===== src/penalty_pkg.sv =====
// penalty shoot-out match package
// match states, goal zones, cursor and round report types,
// match constants and the zone helpers used by both round blocks

package penalty_pkg;

    typedef enum logic [1:0] {
        START,
        SHOOT,
        KEEP,
        RESULT
    } g_state;

    typedef enum logic [1:0] {
        ZONE_LEFT,
        ZONE_MID,
        ZONE_RIGHT,
        ZONE_OUT
    } shot_zone;

    typedef struct packed {
        logic [11:0] xpos;
        logic [11:0] ypos;
    } cursor_t;

    typedef struct packed {
        logic done;
        logic scored;
    } round_report_t;

    // goal geometry in screen pixels
    localparam logic [11:0] ZONE_EDGE_L = 12'd213;
    localparam logic [11:0] ZONE_EDGE_R = 12'd426;
    localparam logic [11:0] GOAL_BOTTOM = 12'd200;

    localparam logic [7:0] ROUND_TICKS     = 8'd64;
    localparam logic [2:0] ROUNDS_PER_SIDE = 3'd5;

    // zone under the cursor, anything below the goal is out
    function automatic shot_zone zone_of(input cursor_t pos);
        if (pos.ypos > GOAL_BOTTOM) begin
            return ZONE_OUT;
        end
        if (pos.xpos < ZONE_EDGE_L) begin
            return ZONE_LEFT;
        end
        if (pos.xpos < ZONE_EDGE_R) begin
            return ZONE_MID;
        end
        return ZONE_RIGHT;
    endfunction

    // left -> mid -> right -> left, i.e. one step of r mod 3
    function automatic shot_zone next_zone(input shot_zone zone);
        case (zone)
            ZONE_LEFT: return ZONE_MID;
            ZONE_MID:  return ZONE_RIGHT;
            default:   return ZONE_LEFT;
        endcase
    endfunction

endpackage


===== src/game_state_sel.sv =====
// match state machine
// start screen, alternating shooting and keeping rounds, result screen

`timescale 1ns/1ns

module game_state_sel (
    input  logic                       clk,
    input  logic                       arst_n,
    input  logic                       left_click,
    input  logic                       right_click,
    input  penalty_pkg::round_report_t report_sh,
    input  penalty_pkg::round_report_t report_gk,
    input  logic                       match_end,
    output penalty_pkg::g_state        game_state
);

    penalty_pkg::g_state state_nxt;

    // match_end arrives on the same edge that leaves the last round,
    // so the round states also watch it and drop into RESULT
    always_comb begin
        state_nxt = game_state;
        case (game_state)
            penalty_pkg::START: begin
                if (left_click) begin
                    state_nxt = penalty_pkg::SHOOT;
                end
            end
            penalty_pkg::SHOOT: begin
                if (match_end) begin
                    state_nxt = penalty_pkg::RESULT;
                end else if (report_sh.done) begin
                    state_nxt = penalty_pkg::KEEP;
                end
            end
            penalty_pkg::KEEP: begin
                if (match_end) begin
                    state_nxt = penalty_pkg::RESULT;
                end else if (report_gk.done) begin
                    state_nxt = penalty_pkg::SHOOT;
                end
            end
            penalty_pkg::RESULT: begin
                if (right_click) begin
                    state_nxt = penalty_pkg::START;
                end
            end
            default: begin
                state_nxt = penalty_pkg::START;
            end
        endcase
    end

    always_ff @(posedge clk or negedge arst_n) begin
        if (!arst_n) begin
            game_state <= penalty_pkg::START;
        end else begin
            game_state <= state_nxt;
        end
    end

    // only one round block may finish a round at a time
    a_single_report: assert property (
        @(posedge clk) disable iff (!arst_n)
        !(report_sh.done && report_gk.done)
    ) else $error("shot and keeper reports raised together");

endmodule


===== src/round_timer.sv =====
// aiming window countdown
// reloads on round entry and on every report, pulses timeout at zero

`timescale 1ns/1ns

module round_timer (
    input  logic                clk,
    input  logic                arst_n,
    input  penalty_pkg::g_state game_state,
    input  logic                round_done,
    output logic                timeout
);

    penalty_pkg::g_state prev_state;
    logic [7:0]          ticks;
    logic                in_play;
    logic                load;

    assign in_play = (game_state == penalty_pkg::SHOOT) || (game_state == penalty_pkg::KEEP);

    // entry into a round is seen as a state change while in play
    assign load = round_done || (in_play && (game_state != prev_state));

    always_ff @(posedge clk or negedge arst_n) begin
        if (!arst_n) begin
            prev_state <= penalty_pkg::START;
            ticks      <= '0;
            timeout    <= 1'b0;
        end else begin
            prev_state <= game_state;
            // fires as the count reaches zero, held count then stays at zero
            timeout    <= in_play && !load && (ticks == 8'd1);
            if (load) begin
                ticks <= penalty_pkg::ROUND_TICKS;
            end else if (in_play && (ticks != '0)) begin
                ticks <= ticks - 8'd1;
            end
        end
    end

    a_timeout_pulse: assert property (
        @(posedge clk) disable iff (!arst_n)
        timeout |=> !timeout
    ) else $error("timeout longer than one cycle");

endmodule


===== src/shoot_control.sv =====
// shooting round judge
// compares the player's shot zone with the computer keeper's dive

`timescale 1ns/1ns

module shoot_control (
    input  logic                       clk,
    input  logic                       arst_n,
    input  logic                       left_click,
    input  penalty_pkg::cursor_t       cursor,
    input  penalty_pkg::g_state        game_state,
    input  logic                       timeout,
    output penalty_pkg::round_report_t report
);

    penalty_pkg::shot_zone aim_zone;
    penalty_pkg::shot_zone keeper_zone;
    logic                  aiming;

    assign aim_zone = penalty_pkg::zone_of(cursor);

    // a round takes one decision, the cycle of the report is closed
    assign aiming = (game_state == penalty_pkg::SHOOT) && !report.done;

    always_ff @(posedge clk or negedge arst_n) begin
        if (!arst_n) begin
            report      <= '0;
            keeper_zone <= penalty_pkg::ZONE_LEFT;
        end else begin
            report.done   <= 1'b0;
            report.scored <= 1'b0;

            if (aiming && left_click) begin
                report.done   <= 1'b1;
                report.scored <= (aim_zone != penalty_pkg::ZONE_OUT) &&
                                 (aim_zone != keeper_zone);
            end else if (aiming && timeout) begin
                // no shot taken, no goal
                report.done <= 1'b1;
            end

            // keeper dive follows round index mod 3
            if (game_state == penalty_pkg::START) begin
                keeper_zone <= penalty_pkg::ZONE_LEFT;
            end else if (report.done) begin
                keeper_zone <= penalty_pkg::next_zone(keeper_zone);
            end
        end
    end

endmodule


===== src/gloves_control.sv =====
// keeping round judge
// compares the player's glove zone with the computer's shot

`timescale 1ns/1ns

module gloves_control (
    input  logic                       clk,
    input  logic                       arst_n,
    input  logic                       left_click,
    input  penalty_pkg::cursor_t       cursor,
    input  penalty_pkg::g_state        game_state,
    input  logic                       timeout,
    output penalty_pkg::round_report_t report
);

    penalty_pkg::shot_zone glove_zone;
    penalty_pkg::shot_zone enemy_zone;
    logic                  guarding;

    assign glove_zone = penalty_pkg::zone_of(cursor);

    assign guarding = (game_state == penalty_pkg::KEEP) && !report.done;

    always_ff @(posedge clk or negedge arst_n) begin
        if (!arst_n) begin
            report     <= '0;
            enemy_zone <= penalty_pkg::ZONE_MID;
        end else begin
            report.done   <= 1'b0;
            report.scored <= 1'b0;

            if (guarding && left_click) begin
                // save only when the glove sits in the shot zone
                report.done   <= 1'b1;
                report.scored <= (glove_zone != enemy_zone);
            end else if (guarding && timeout) begin
                report.done   <= 1'b1;
                report.scored <= 1'b1;
            end

            // computer shot is (r+1) mod 3, so round 0 aims mid
            if (game_state == penalty_pkg::START) begin
                enemy_zone <= penalty_pkg::ZONE_MID;
            end else if (report.done) begin
                enemy_zone <= penalty_pkg::next_zone(enemy_zone);
            end
        end
    end

endmodule


===== src/score_control.sv =====
// match score keeper
// counts goals and rounds per side, flags match end and the winner

`timescale 1ns/1ns

module score_control (
    input  logic                       clk,
    input  logic                       arst_n,
    input  penalty_pkg::g_state        game_state,
    input  penalty_pkg::round_report_t report_sh,
    input  penalty_pkg::round_report_t report_gk,
    output logic [2:0]                 score_player,
    output logic [2:0]                 score_enemy,
    output logic                       match_end,
    output logic                       match_result
);

    logic [2:0] rounds_sh;
    logic [2:0] rounds_gk;
    logic [2:0] rounds_sh_nxt;
    logic [2:0] rounds_gk_nxt;
    logic [2:0] score_player_nxt;
    logic [2:0] score_enemy_nxt;

    // a side stops counting once its rounds are used up
    always_comb begin
        rounds_sh_nxt    = rounds_sh;
        rounds_gk_nxt    = rounds_gk;
        score_player_nxt = score_player;
        score_enemy_nxt  = score_enemy;
        if (report_sh.done && (rounds_sh < penalty_pkg::ROUNDS_PER_SIDE)) begin
            rounds_sh_nxt = rounds_sh + 3'd1;
            if (report_sh.scored) begin
                score_player_nxt = score_player + 3'd1;
            end
        end
        if (report_gk.done && (rounds_gk < penalty_pkg::ROUNDS_PER_SIDE)) begin
            rounds_gk_nxt = rounds_gk + 3'd1;
            if (report_gk.scored) begin
                score_enemy_nxt = score_enemy + 3'd1;
            end
        end
    end

    always_ff @(posedge clk or negedge arst_n) begin
        if (!arst_n) begin
            rounds_sh    <= '0;
            rounds_gk    <= '0;
            score_player <= '0;
            score_enemy  <= '0;
            match_end    <= 1'b0;
        end else if (game_state == penalty_pkg::START) begin
            rounds_sh    <= '0;
            rounds_gk    <= '0;
            score_player <= '0;
            score_enemy  <= '0;
            match_end    <= 1'b0;
        end else begin
            rounds_sh    <= rounds_sh_nxt;
            rounds_gk    <= rounds_gk_nxt;
            score_player <= score_player_nxt;
            score_enemy  <= score_enemy_nxt;
            match_end    <= (rounds_sh_nxt == penalty_pkg::ROUNDS_PER_SIDE) &&
                            (rounds_gk_nxt == penalty_pkg::ROUNDS_PER_SIDE);
        end
    end

    // result is declared only at match end, a draw counts as a loss
    assign match_result = match_end && (score_player > score_enemy);

    a_score_range: assert property (
        @(posedge clk) disable iff (!arst_n)
        (score_player <= penalty_pkg::ROUNDS_PER_SIDE) &&
        (score_enemy <= penalty_pkg::ROUNDS_PER_SIDE)
    ) else $error("score above rounds per side");

endmodule


===== src/penalty_core.sv =====
// penalty shoot-out match logic top
// state machine, round timer, shot and keeper judges and score keeper

`timescale 1ns/1ns

module penalty_core (
    input  logic                 clk,
    input  logic                 arst_n,
    input  logic                 left_click,
    input  logic                 right_click,
    input  penalty_pkg::cursor_t cursor,
    output penalty_pkg::g_state  game_state,
    output logic [2:0]           score_player,
    output logic [2:0]           score_enemy,
    output logic                 match_end,
    output logic                 match_result
);

    penalty_pkg::round_report_t report_sh;
    penalty_pkg::round_report_t report_gk;
    logic                       timeout;
    logic                       round_done;

    assign round_done = report_sh.done | report_gk.done;

    game_state_sel u_game_state_sel (
        .clk, .arst_n, .left_click, .right_click,
        .report_sh, .report_gk, .match_end, .game_state
    );

    round_timer u_round_timer (.clk, .arst_n, .game_state, .round_done, .timeout);

    shoot_control u_shoot_control (
        .clk, .arst_n, .left_click, .cursor, .game_state, .timeout, .report(report_sh)
    );

    gloves_control u_gloves_control (
        .clk, .arst_n, .left_click, .cursor, .game_state, .timeout, .report(report_gk)
    );

    score_control u_score_control (
        .clk, .arst_n, .game_state, .report_sh, .report_gk,
        .score_player, .score_enemy, .match_end, .match_result
    );

endmodule


===== config.mk =====
export PLATFORM = sky130hd
export DESIGN_NAME = penalty_core
export DESIGN_NICKNAME = d
export VERILOG_FILES = /design/src/penalty_pkg.sv /design/src/game_state_sel.sv /design/src/round_timer.sv /design/src/shoot_control.sv /design/src/gloves_control.sv /design/src/score_control.sv /design/src/penalty_core.sv
export SDC_FILE = /design/constraint.sdc
export NUM_CORES = 1
export LEC_CHECK = 0
export BUFFER_PORTS_ARGS = -buffer_cell sky130_fd_sc_hd__buf_4
export CAP_MARGIN = 20
export CORE_MARGIN = 4
export CORE_UTILIZATION = 45
export CTS_BUF_LIST = sky130_fd_sc_hd__clkbuf_16
export CTS_CLUSTER_DIAMETER = 150
export DETAILED_ROUTE_END_ITERATION = 8
export PLACE_DENSITY_LB_ADDON = 0.05
export SLEW_MARGIN = 20
export SYNTH_ARGS = -nofsm -noshare
export SYNTH_HDL_FRONTEND = slang
export SYNTH_SLANG_ARGS = --single-unit

===== constraint.sdc =====
create_clock -name clk -period 2.49 [get_ports clk]
set_input_delay 0.1245 -clock clk [delete_from_list [all_inputs] [get_ports clk]]
set_output_delay 0.1245 -clock clk [all_outputs]
set_load 0.01 [all_outputs]

==> impl_summary.md, run 1 <==
Status
The run finished with clean final reports.

Clocking
The clock passes through at most 2 buffers. Buffers inserted during clock tree synthesis total 5. The total of cells resized after clock tree synthesis is 0. The tree built by TritonCTS fans out to 34 sinks. TritonCTS built the clock tree.

At the later pin of the worst-skew pair, clock insertion delay measures 0.28 ns. The H-tree was split into 2 levels. Clock-pin slew was measured on the worst setup and hold paths at 0.06 ns. The cell chosen for the clock root is sky130_fd_sc_hd__clkbuf_16. Once the clock tree was built, the setup fixing pass inserted 0 buffers.

Cells and area
The core utilization of the finished layout is 60.30%. The number of antenna diodes in the final layout is 0. Leaving out fill and tap cells, the most frequent cells in the layout are sky130_fd_sc_hd__buf_4, sky130_fd_sc_hd__dfrtp_1, sky130_fd_sc_hd__nor2_1. The fraction of final layout cells sized beyond drive strength 1 is 22.80%.

The leading cell type in the layout, fill and taps excluded is sky130_fd_sc_hd__buf_4. The area added between synthesis and finish is 24.89%. The post-route non-filler standard cell count is 300. The final layout contains 291 nets. Once layout is done, the placed cells without fillers occupy 2499 µm².

Routing
For this run, the detailed router's first-pass iteration total came to 4. After detailed routing, the number of remaining DRC violations is 0. The via density per instance is 5.317. The detailed router finished its first iteration with 47 violations.

The final layout contains routed wiring with a total length of 3.901 mm. The via count is 1595. The number of nets with antenna violations after routing is 0. The routed length per instance is 13.00 µm.

Synth
The post-synthesis average cell area is 9.573 µm². The part of the Yosys area used for sequential elements is 42.59%. After synthesis, the largest family of logic cells by area is simple AND/OR/NAND/NOR gates. The synthesized netlist occupies a cell area of 2001 µm². Counting flops with a built-in enable in the synthesized netlist gives 0. After synthesis, the netlist uses 43 different library cells. The share of cell area taken by muxes after synthesis is 1.001%. Summing the areas of all and, or, nand and nor instances in the mapped netlist gives 21.26% of the synthesized area. The cell count after synthesis is 209.

The post-synthesis xor/xnor area fraction is 7.004%. Of all flip-flops after synthesis, the portion carrying an async set or reset was 100.0%. During synthesis, Yosys emitted a total of 0 warnings. The flip-flop cell with the highest count after synthesis is sky130_fd_sc_hd__dfrtp_1. After synthesis the netlist holds a flip-flop and latch count of 34.

The share of synthesized cell area in full adder, half adder and majority cells is 8.755%. When the netlist entered floorplanning its net count stood at 251. The area fraction in compound gates after synthesis is 15.07%.

Place
The detailed placement HPWL is 2.955 mm. Counting tap cells, the placed design contains a total of 291 instances. The post-placement cell area is 2318 µm². Routability-driven placement finished with a final weighted congestion of 0.7645. The number of port buffers is 37.

Timing
The number of hold-slack violations in the final timing report is 0. Setup violations remaining at the end of the flow were counted as 0. Setup repair after global routing left no endpoint under its margin. The number of slew-limit violations in the final report is 0. The setup TNS after final layout is 0 ns. The setup skew after layout is 0.005931 ns. The worst path uses 85.06% of the clock period.

The final period demand of the worst path is 2.118 ns. The transition time of the tightest slew-check pin is 0.5410 ns. In this run the tightest slew margin relative to its limit is 63.60%. Timing would allow up to 472.1 MHz.

Die
38 I/O pins were placed. The die area is 5576 µm². The starting density of the core is 48.28%.

The width of the chip is 74.68 µm. The vertical die dimension is 74.68 µm. The core outline area is 4144 µm². The floorplan has 23 rows.

Critical path
The worst setup path is captured at a flip-flop. The critical path launch point is u_game_state_sel.game_state[0]. Traced cell by cell, the critical path runs through inv_1, ha_1, or4b_1, a21oi_2, nand2_1, xor2_1, nor2_1. The setup path with the least slack is of type flip-flop to flip-flop. The critical-path maximum fanout is 10. The worst register-to-register path begins at u_game_state_sel.game_state[0]. The combined buffer and inverter count along the critical path is 1. On the worst path, the slowest cell contributes a delay of 0.52 ns. STA classifies the critical path startpoint as a flip-flop. STA puts the critical path data required time at 2.65 ns. Data on the critical path arrives at its endpoint at 2.28 ns. On the critical path the largest part of the delay comes from simple AND/OR/NAND/NOR gates. The slowest stage of the critical path belongs to the cell sky130_fd_sc_hd__dfrtp_1.

Global route
The first global-routing pass estimated 6.734 mm of wire. After global routing the overflow that remains totals 0. The maximum number of pins on one net before global-route repair is 35. The initial antenna violation count is 0. The overall global routing resource usage is 15.71%. The number of global-route vias before repair was 1498.

Min path
The worst min-delay path category is input pin to flip-flop. The startpoint identified for the worst hold timing path is left_click.

Power and ir drop
The leakage power total is 1.115 nW. The overall power of the completed layout is 2.598 mW. Power spread over the standard cell area amounts to 1040 nW/µm². Across the VDD grid, the largest voltage drop is 0.6263 mV.

Run
The tool flagged a number of max-cap violations equal to 0.
-- layer usage --
layer / track usage [%] / share of wire, %
met5: 0 / 0
met4: 4.743 / 1.1
met3: 4.139 / 5.3
met2: 25.66 / 47
met1: 20.56 / 46
-- flip-flops by register name, indices dropped and copies added (netlist names) --
name,cells
u_game_state_sel.game_state,2
u_gloves_control.enemy_zone,2
u_gloves_control.report,2
u_round_timer.prev_state,2
u_round_timer.ticks,8
u_round_timer.timeout,1
u_score_control.match_end,1
u_score_control.rounds_gk,3
u_score_control.rounds_sh,3
u_score_control.score_enemy,3
u_score_control.score_player,3
u_shoot_control.keeper_zone,2
u_shoot_control.report,2
-- cells by family after synthesis --
group,Yosys count
XOR/XNOR,16
AND/OR/NAND/NOR,80
flip-flops,34
multiplexers,2
adder cells (fa/ha/maj),14
AO/OA/AOI/OAI,42
buffers and inverters,21
-- path summary, 6_finish.rpt --
kind                                                         to  slack [ns]  depth (start not counted)
worst max-delay path                     u_round_timer.ticks[5]        0.37                          7
max in group asynchronous        u_gloves_control.enemy_zone[0]        1.82                          2
worst max register to register           u_round_timer.ticks[5]        0.37                          7
min in group asynchronous       u_score_control.score_player[2]        0.33                          2
worst min register to register   u_gloves_control.enemy_zone[0]        0.49                          1
worst min-delay path                  u_shoot_control.report[1]        0.15                          3
-- synthesized netlist by cell type, drive strengths merged, types with 3 or more instances --
cell type  count  share of area (%)
o211ai         3                1.1
a311oi         4                2.1
o31ai          3                1.1
nand3          9                2.3
o21ai          6                1.5
dfrtp         33                 41
nor2b          5                1.6
nor4b          3                1.9
nand2         21                4.1
a21oi         15                3.9
nor2          24                4.5
buf            4                1.1
xor2           9                3.9
inv           15                2.8
nand2b         3               0.94
a31oi          7                3.3
nor4           3                1.7
ha            14                8.8
or4            3                1.3
xnor2          7                3.1
-- worst reg2reg max path, stage by stage (launching register included) --
cell and delay [ns]:
sky130_fd_sc_hd__dfrtp_1 0.52, sky130_fd_sc_hd__inv_1 0.11, sky130_fd_sc_hd__ha_1 0.43, sky130_fd_sc_hd__or4b_1 0.48, sky130_fd_sc_hd__a21oi_2 0.18, sky130_fd_sc_hd__nand2_1 0.09
sky130_fd_sc_hd__xor2_1 0.14, sky130_fd_sc_hd__nor2_1 0.05
-- metrics by stage --
stage	worst slack, ns	hold slack, ns
finish	0.3719	0.1516
global placement	0.4265	0.1082
global route	0.1736	0.1673
CTS	0.3883	0.1526
floorplan	0.4903	-0.1711
detailed placement	0.3979	0.09718
-- report_power, final --
part           switching, mW  total [mW]  internal (mW)
Clock                  0.229       0.700          0.471
Combinational          0.565        1.01          0.442
Sequential             0.187       0.891          0.705
Total                  0.981        2.60           1.62
-- layout make-up --
class                           instances  area, µm²
Timing Repair Buffer                   39      295.3
Sequential cell                        34      852.1
Inverter                               15      56.30
Tap cell                               50      62.56
Fill cell                             373       1645
Clock inverter                          3      45.04
Clock buffer                            5      125.1
Multi-Input combinational cell        154       1062
-- timing repair --
item	CTS	global route
setup endpoints to repair	0	0
endpoints found under the hold margin	33	0
hold buffers	1	0
Note: power is estimated with default switching activity, not from simulation.
==> inputs of run 2 (changes only) <==
--- a/config.mk
+++ b/config.mk
@@ -12,7 +12,8 @@
 export CTS_BUF_LIST = sky130_fd_sc_hd__clkbuf_16
 export CTS_CLUSTER_DIAMETER = 150
 export DETAILED_ROUTE_END_ITERATION = 8
-export PLACE_DENSITY_LB_ADDON = 0.05
+export PLACE_DENSITY_LB_ADDON = 0.08
+export SETUP_SLACK_MARGIN = 0.05
 export SLEW_MARGIN = 20
 export SYNTH_ARGS = -nofsm -noshare
 export SYNTH_HDL_FRONTEND = slang
==> run 2 against run 1 <==
  * Non-clock buffer count unchanged
  * Critical path depth unchanged
  * First-iteration DRC count up 51%
  * Flip-flop and latch count unchanged
  * Sequential share of layout area down 0.32 points
  * Wire length up 1.2%
  * Clock power up 15%
  * Clock skew down 0.0013 ns
  * Clock-buffer cell count unchanged
  * Final cell count unchanged
  * Critical path type unchanged
  * Critical endpoint is now u_round_timer.ticks[7]
  * Highest routed layer unchanged
==> impl_summary.md, run 2 (same netlist as run 1, synthesis figures left out) <==
Die
The width of the chip is 74.68 µm (unchanged). The number of standard-cell rows in the floorplan came to 23 (unchanged). The vertical die dimension is 74.68 µm (unchanged). The number of primary I/O pins is 38 (unchanged).

The die area came to 5576 µm² (unchanged). The core outline area is 4144 µm² (unchanged). The starting density of the core is 48.28% (unchanged).

Routing
The DRC violation count after routing is 0 (unchanged). The routed length per instance came to 13.16 µm (+1.2%). The number of nets with antenna violations after routing was 0 (unchanged). The final wirelength came to 3.947 mm (+1.2%). The via count came to 1585 (-0.63%). The number of detailed-routing iterations run before antenna repair was 4 (unchanged). The via density per instance is 5.283 (-0.63%). The number of DRC violations after detailed-routing iteration 0 is 71 (+51%).

Run
The max-capacitance violation count is 0 (unchanged).

Status
The run finished with clean final reports.

Cells and area
The flip-flop count of the largest register, all copies and words added is 8 (unchanged). The area added between synthesis and finish is 26.08%. The total area of multi-input combinational cells was 1062 µm² (unchanged).

The net total in the final layout came to 291 (unchanged). The post-route non-filler standard cell count came to 300 (unchanged). The fraction of final layout cells sized beyond drive strength 1 is 22.80% (unchanged). The leading cell type in the layout, fill and taps excluded is sky130_fd_sc_hd__buf_4. The sequential cell area is 852.1 µm² (unchanged). Counting flops per register, the top entry is u_round_timer.ticks. In the layout the commonest cells are sky130_fd_sc_hd__buf_4, sky130_fd_sc_hd__dfrtp_1, sky130_fd_sc_hd__nor2_1. The area of all placed cells without fillers came to 2522 µm² (+0.95%). The total of fill cells in the finished design was 358 (-4.0%). The final antenna diode count is 0 (unchanged).

Clocking
The CTS sink count came to 34 (unchanged). The cell chosen for the clock root is sky130_fd_sc_hd__clkbuf_16. The total CTS buffers is 5 (unchanged). The H-tree level count is 2 (unchanged). The post-CTS clock slew at the launch and capture registers of the worst setup and hold paths is 0.06 ns (about the same).

The worst-skew pair later-pin latency is 0.28 ns (about the same). The maximum root-to-sink buffer count is 2 (unchanged). The post-CTS setup buffer count is 0 (unchanged). The clock tree from TritonCTS is yes.

Critical path
The data required time at the worst endpoint came to 2.65 ns (about the same). The depth of the worst register-to-register path is 7 (unchanged). The critical path depth in cells is 7 (unchanged).

The critical path goes through inv_1, ha_1, or4b_1, a21oi_2, nand2_1, xor2_1, nor2_1. The slowest stage cell on the critical path is sky130_fd_sc_hd__dfrtp_1. The data arrival time of the critical path is 2.28 ns (about the same).

The delay of the slowest critical-path stage came to 0.51 ns (about the same). The category of the most critical setup path is flip-flop to flip-flop. Among cell families on the critical path, the largest total delay comes from simple AND/OR/NAND/NOR gates. The nature of the critical path startpoint is a flip-flop.

The worst setup path is captured at a flip-flop. The combined buffer and inverter count along the critical path is 1 (unchanged). The critical-path maximum fanout is 10 (unchanged). The flop-to-flop setup slack is 0.37 ns (about the same).

Timing
The final period demand of the worst path is 2.117 ns (-0.001334 ns). The transition time of the tightest slew-check pin was 0.4772 ns (-0.06386 ns). The total of endpoints with negative setup slack in the final report was 0 (unchanged).

The number of slew-limit violations in the final report was 0 (unchanged). The final period utilization is 85.01% (about the same). The setup skew after layout is 0.004619 ns (-0.001312 ns).

The final worst hold slack came to 0.1458 ns (-0.005786 ns). The highest clock rate is 472.4 MHz (about the same). The remaining max-slew budget at the tightest pin is 67.90% (+4.3 points). The number of hold-slack violations in the final timing report was 0 (unchanged). The worst setup margin is 0.3732 ns (+0.001334 ns). Setup repair after global routing left no endpoint under its margin. The setup TNS after final layout came to 0 ns (unchanged).

Place
The number of port buffers is 37 (unchanged). The post-placement cell area is 2318 µm² (unchanged). The routability congestion estimate came to 0.7567 (-1.0%).

The detailed placement HPWL came to 2.966 mm (+0.38%). The worst setup slack before clock tree synthesis is 0.3623 ns (-0.03557 ns). The cell count after placement is 291 (unchanged).

Global route
The initial antenna violation count is 0 (unchanged). The maximum number of pins on one net before global-route repair is 35 (unchanged). The global-route wire length before repair is 6.803 mm (+1.0%). The number of global-route vias before repair was 1568 (+4.7%).

The remaining global-route overflow is 0 (unchanged). The overall global routing resource usage came to 15.94% (+0.22 points).

Min path
The cell depth of the worst hold path is 3 (unchanged). The worst min-delay path category is input pin to flip-flop.

Power and ir drop
The largest vdd supply drop is 0.7218 mV (+15%). The power density relative to cell area was 1073 nW/µm² (+3.2%). The leakage power total is 1.133 nW (+1.6%).
[run 2: final timing paths]
path / start / endpoint
min reg2reg: u_gloves_control.enemy_zone[1] / u_gloves_control.enemy_zone[0]
min: left_click / u_shoot_control.report[1]
min in group asynchronous: arst_n / u_score_control.score_player[2]
max reg2reg: u_game_state_sel.game_state[0] / u_round_timer.ticks[7]
max: u_game_state_sel.game_state[0] / u_round_timer.ticks[7]
max in group asynchronous: arst_n / u_gloves_control.enemy_zone[0]
[run 2: layout make-up]
class                           count  share of cell area (%)
Clock buffer                        5                   4.960
Clock inverter                      3                   2.728
Inverter                           15                   2.232
Multi-Input combinational cell    154                   42.11
Sequential cell                    34                   33.78
Tap cell                           50                   2.480
Timing Repair Buffer               39                   11.71
[run 2: per-layer routing]
metal | vias to the layer above | GRT usage, % | share of wire [%]
met5 | - | 0 | 0
met4 | 0 | 5.336 | 1.5
met3 | 6 | 4.005 | 4.1
met2 | 24 | 27.12 | 49
met1 | 736 | 19.80 | 46
li1 | 819 | - | -
[run 2: power breakdown]
group	internal (mW)	leakage, nW	switching [mW]
clock	0.575	0.0940	0.231
combinational	0.442	0.591	0.568
sequential	0.705	0.448	0.188
[run 2: what timing repair did]
action	CTS	global route
endpoints found under the setup margin	0	0
hold endpoints to repair	33	0
gates resized for setup	0	0
hold buffers	1	0
[run 2: tightest hold or removal path: stages]
cell,delay (ns)
sky130_fd_sc_hd__buf_4,0.11
sky130_fd_sc_hd__nor2_1,0.05
sky130_fd_sc_hd__nor2_1,0.09
[run 2: per-stage QoR]
step | power, mW | utilization, %
6_report | 2.708 | 60.87
5_1_grt | 2.936 | 60.87
3_5_place_dp | 1.921 | 55.95
2_1_floorplan | 1.655 | -
3_3_place_gp | 1.899 | 55.95
4_1_cts | 2.745 | 60.87
==> inputs of run 3 (changes only) <==
--- a/config.mk
+++ b/config.mk
@@ -8,7 +8,7 @@
 export BUFFER_PORTS_ARGS = -buffer_cell sky130_fd_sc_hd__buf_4
 export CAP_MARGIN = 20
 export CORE_MARGIN = 4
-export CORE_UTILIZATION = 45
+export CORE_UTILIZATION = 55
 export CTS_BUF_LIST = sky130_fd_sc_hd__clkbuf_16
 export CTS_CLUSTER_DIAMETER = 150
 export DETAILED_ROUTE_END_ITERATION = 8
==> constraint.sdc (replaced) <==
create_clock -name clk -period 2 [get_ports clk]
set_input_delay 0.1 -clock clk [delete_from_list [all_inputs] [get_ports clk]]
set_output_delay 0.1 -clock clk [all_outputs]
set_load 0.01 [all_outputs]
==> run 3 against run 2 <==
  * Combinational power grew 36%
  * Non-clock buffer count grew 4
  * Final cell count shrank 0.33%
  * Clock-buffer cell count is the same
  * Global-route usage grew 3.8 points
  * Register-to-register slack lost 0.097 ns
  * Die area shrank 16%
  * Utilization grew 12 points
  * Critical endpoint unchanged
==> impl_summary.md, run 3 (same netlist as run 1, synthesis figures left out) <==
Status
The flow ran to the end, and the final reports show no timing, DRC or antenna violations.

Routing
The number of nets with antenna violations after routing is 0 (unchanged). The number of DRC violations after detailed-routing iteration 0 is 82 (+15%). The routed length per instance is 13.51 µm (+2.6%). The number of detailed-routing iterations run before antenna repair is 4 (unchanged). The DRC violation count after routing is 0 (unchanged). The via count is 1633 (+3.0%). The final wirelength is 4.038 mm (+2.3%). The via density per instance was 5.462 (+3.4%).

Cells and area
The net total in the final layout is 295 (+1.4%). The core utilization of the finished layout is 72.93% (+12 points). More flip-flops sit in one register than any other, and that register is u_round_timer.ticks. The area growth from synthesis to layout is 24.52%. The leading cell type in the layout, fill and taps excluded is sky130_fd_sc_hd__buf_4.

The flip-flop count of the largest register, all copies and words added was 8 (unchanged). The fraction of final layout cells sized beyond drive strength 1 is 24.51% (+1.7 points). The final antenna diode count is 0 (unchanged). The total of fill cells in the finished design is 265 (-26%). The post-route non-filler standard cell count came to 299 (-0.33%). The top cell types in the final layout, fill and taps aside, are sky130_fd_sc_hd__buf_4, sky130_fd_sc_hd__dfrtp_1, sky130_fd_sc_hd__nor2_1.

Die
The width of the chip was 68.31 µm (-8.5%). The number of standard-cell rows in the floorplan is 21 (-8.7%). The number of primary I/O pins is 38 (unchanged). The vertical die dimension is 68.31 µm (-8.5%).

The starting density of the core is 58.57% (+10 points). The core outline area was 3416 µm² (-18%). The die area is 4666 µm² (-16%).

Critical path
The data arrival time of the critical path is 1.87 ns (-0.41 ns). The nature of the critical path startpoint is a flip-flop. The critical-path maximum fanout came to 3 (-7). The data required time at the worst endpoint is 2.15 ns (-0.50 ns). The category of the most critical setup path is flip-flop to flip-flop.

The worst setup path is captured at a flip-flop.

Clocking
The post-CTS setup buffer count is 0 (unchanged). The total CTS buffers is 5 (unchanged). The post-CTS clock slew at the launch and capture registers of the worst setup and hold paths is 0.05 ns (about the same). The maximum root-to-sink buffer count is 2 (unchanged). The tree is rooted in a sky130_fd_sc_hd__clkbuf_16. The worst-skew pair later-pin latency is 0.27 ns (about the same). The clock tree from TritonCTS is yes.

The CTS sink count is 34 (unchanged). The H-tree level count is 2 (unchanged).

Global route
The global-route wire length before repair is 7.003 mm (+2.9%). The remaining global-route overflow is 0 (unchanged). The initial antenna violation count is 0 (unchanged). The number of global-route vias before repair was 1631 (+4.0%). The overall global routing resource usage is 19.70% (+3.8 points).

The maximum number of pins on one net before global-route repair was 35 (unchanged).

Timing
The final period utilization is 86.19% (+1.2 points). Setup repair after global routing left no endpoint under its margin. The highest clock rate is 580.1 MHz (+23%).

The setup TNS after final layout was 0 ns (unchanged). The setup skew after layout came to 0.002702 ns (-0.001917 ns). The number of slew-limit violations in the final report is 0 (unchanged).

The total of endpoints with negative setup slack in the final report is 0 (unchanged). The transition time of the tightest slew-check pin is 0.4218 ns (-0.05537 ns). The number of hold-slack violations in the final timing report was 0 (unchanged). The final period demand of the worst path is 1.724 ns (-0.3930 ns). The remaining max-slew budget at the tightest pin is 71.88% (+4.0 points).

Place
The detailed placement HPWL was 3.062 mm (+3.2%). The cell count after placement is 291 (unchanged). The routability congestion estimate is 0.8283 (+9.5%).

The number of port buffers came to 37 (unchanged).

Power and ir drop
The power density relative to cell area came to 1264 nW/µm² (+18%). The largest vdd supply drop is 1.143 mV (+58%). The leakage power total is 1.127 nW (-0.60%).

Run
The max-capacitance violation count came to 0 (unchanged).

Min path
The min-delay analysis places its worst path in the category input pin to flip-flop.
-- run 3: changes by cell type in the layout (fill, tap and decap cells not counted), sizes merged --
| cell | delta |
|---|---|
| buf | +4 |
| bufinv | -2 |
| clkinv | +1 |
-- run 3: metrics by stage --
stage / hold WS [ns] / power, mW / instance area, µm² / setup slack [ns]
2_1_floorplan: -0.1956 / 2.066 / 2003 / 0.09257
3_3_place_gp: 0.06645 / 2.418 / 2346 / 0.3100
3_5_place_dp: 0.07074 / 2.451 / 2346 / 0.2709
4_1_cts: 0.1276 / 3.173 / 2491 / 0.2625
5_1_grt: 0.1555 / 3.425 / 2491 / 0.1113
6_report: 0.1321 / 3.150 / 2491 / 0.2762
-- run 3: power by group --
group	internal [mW]	switching [mW]	total, mW	leakage [nW]
Sequential	0.882	0.196	1.08	0.446
Combinational	0.599	0.773	1.37	0.611
Clock	0.448	0.252	0.700	0.0694
Total	1.93	1.22	3.15	1.13
-- run 3: worst paths after layout --
check,to,slack (ns),depth (start not counted),start
worst max-delay path,u_round_timer.ticks[7],0.28,7,u_game_state_sel.game_state[0]
worst min-delay path,u_shoot_control.report[0],0.13,3,left_click
min in group asynchronous,u_score_control.score_player[0],0.31,2,arst_n
worst max register to register,u_round_timer.ticks[7],0.28,7,u_game_state_sel.game_state[0]
worst min register to register,u_gloves_control.enemy_zone[0],0.48,1,u_gloves_control.enemy_zone[1]
max in group asynchronous,u_gloves_control.enemy_zone[0],1.35,2,arst_n
-- run 3: layout make-up --
class / instances / area (µm²) / share of cell area, %
Inverter: 15 / 56.30 / 2.260
Timing Repair Buffer: 43 / 325.3 / 13.06
Sequential cell: 34 / 854.6 / 34.30
Clock inverter: 2 / 10.01 / 0.4018
Clock buffer: 5 / 125.1 / 5.023
Tap cell: 46 / 57.56 / 2.310
Multi-Input combinational cell: 154 / 1062 / 42.64
-- run 3: critical path, cell delays in order (launching register included) --
cell	delay, ns
sky130_fd_sc_hd__dfrtp_2	0.35
sky130_fd_sc_hd__inv_1	0.06
sky130_fd_sc_hd__ha_1	0.29
sky130_fd_sc_hd__or4b_1	0.45
sky130_fd_sc_hd__a21oi_2	0.18
sky130_fd_sc_hd__nand2_1	0.09
sky130_fd_sc_hd__xor2_1	0.15
sky130_fd_sc_hd__nor2_1	0.05
-- run 3: metal layers --
metal / part of all wire (%) / wire [µm] / GRT usage, %
met1: 45 / 1836 / 24.54
met2: 49 / 1998 / 34.42
met3: 4.3 / 174 / 3.777
met4: 0.69 / 28 / 5.707
met5: 0 / 0 / 0
-- run 3: what timing repair did --
action,4_1_cts,5_1_grt
hold endpoints to repair,33,0
resized for setup,0,0
hold buffers,1,0
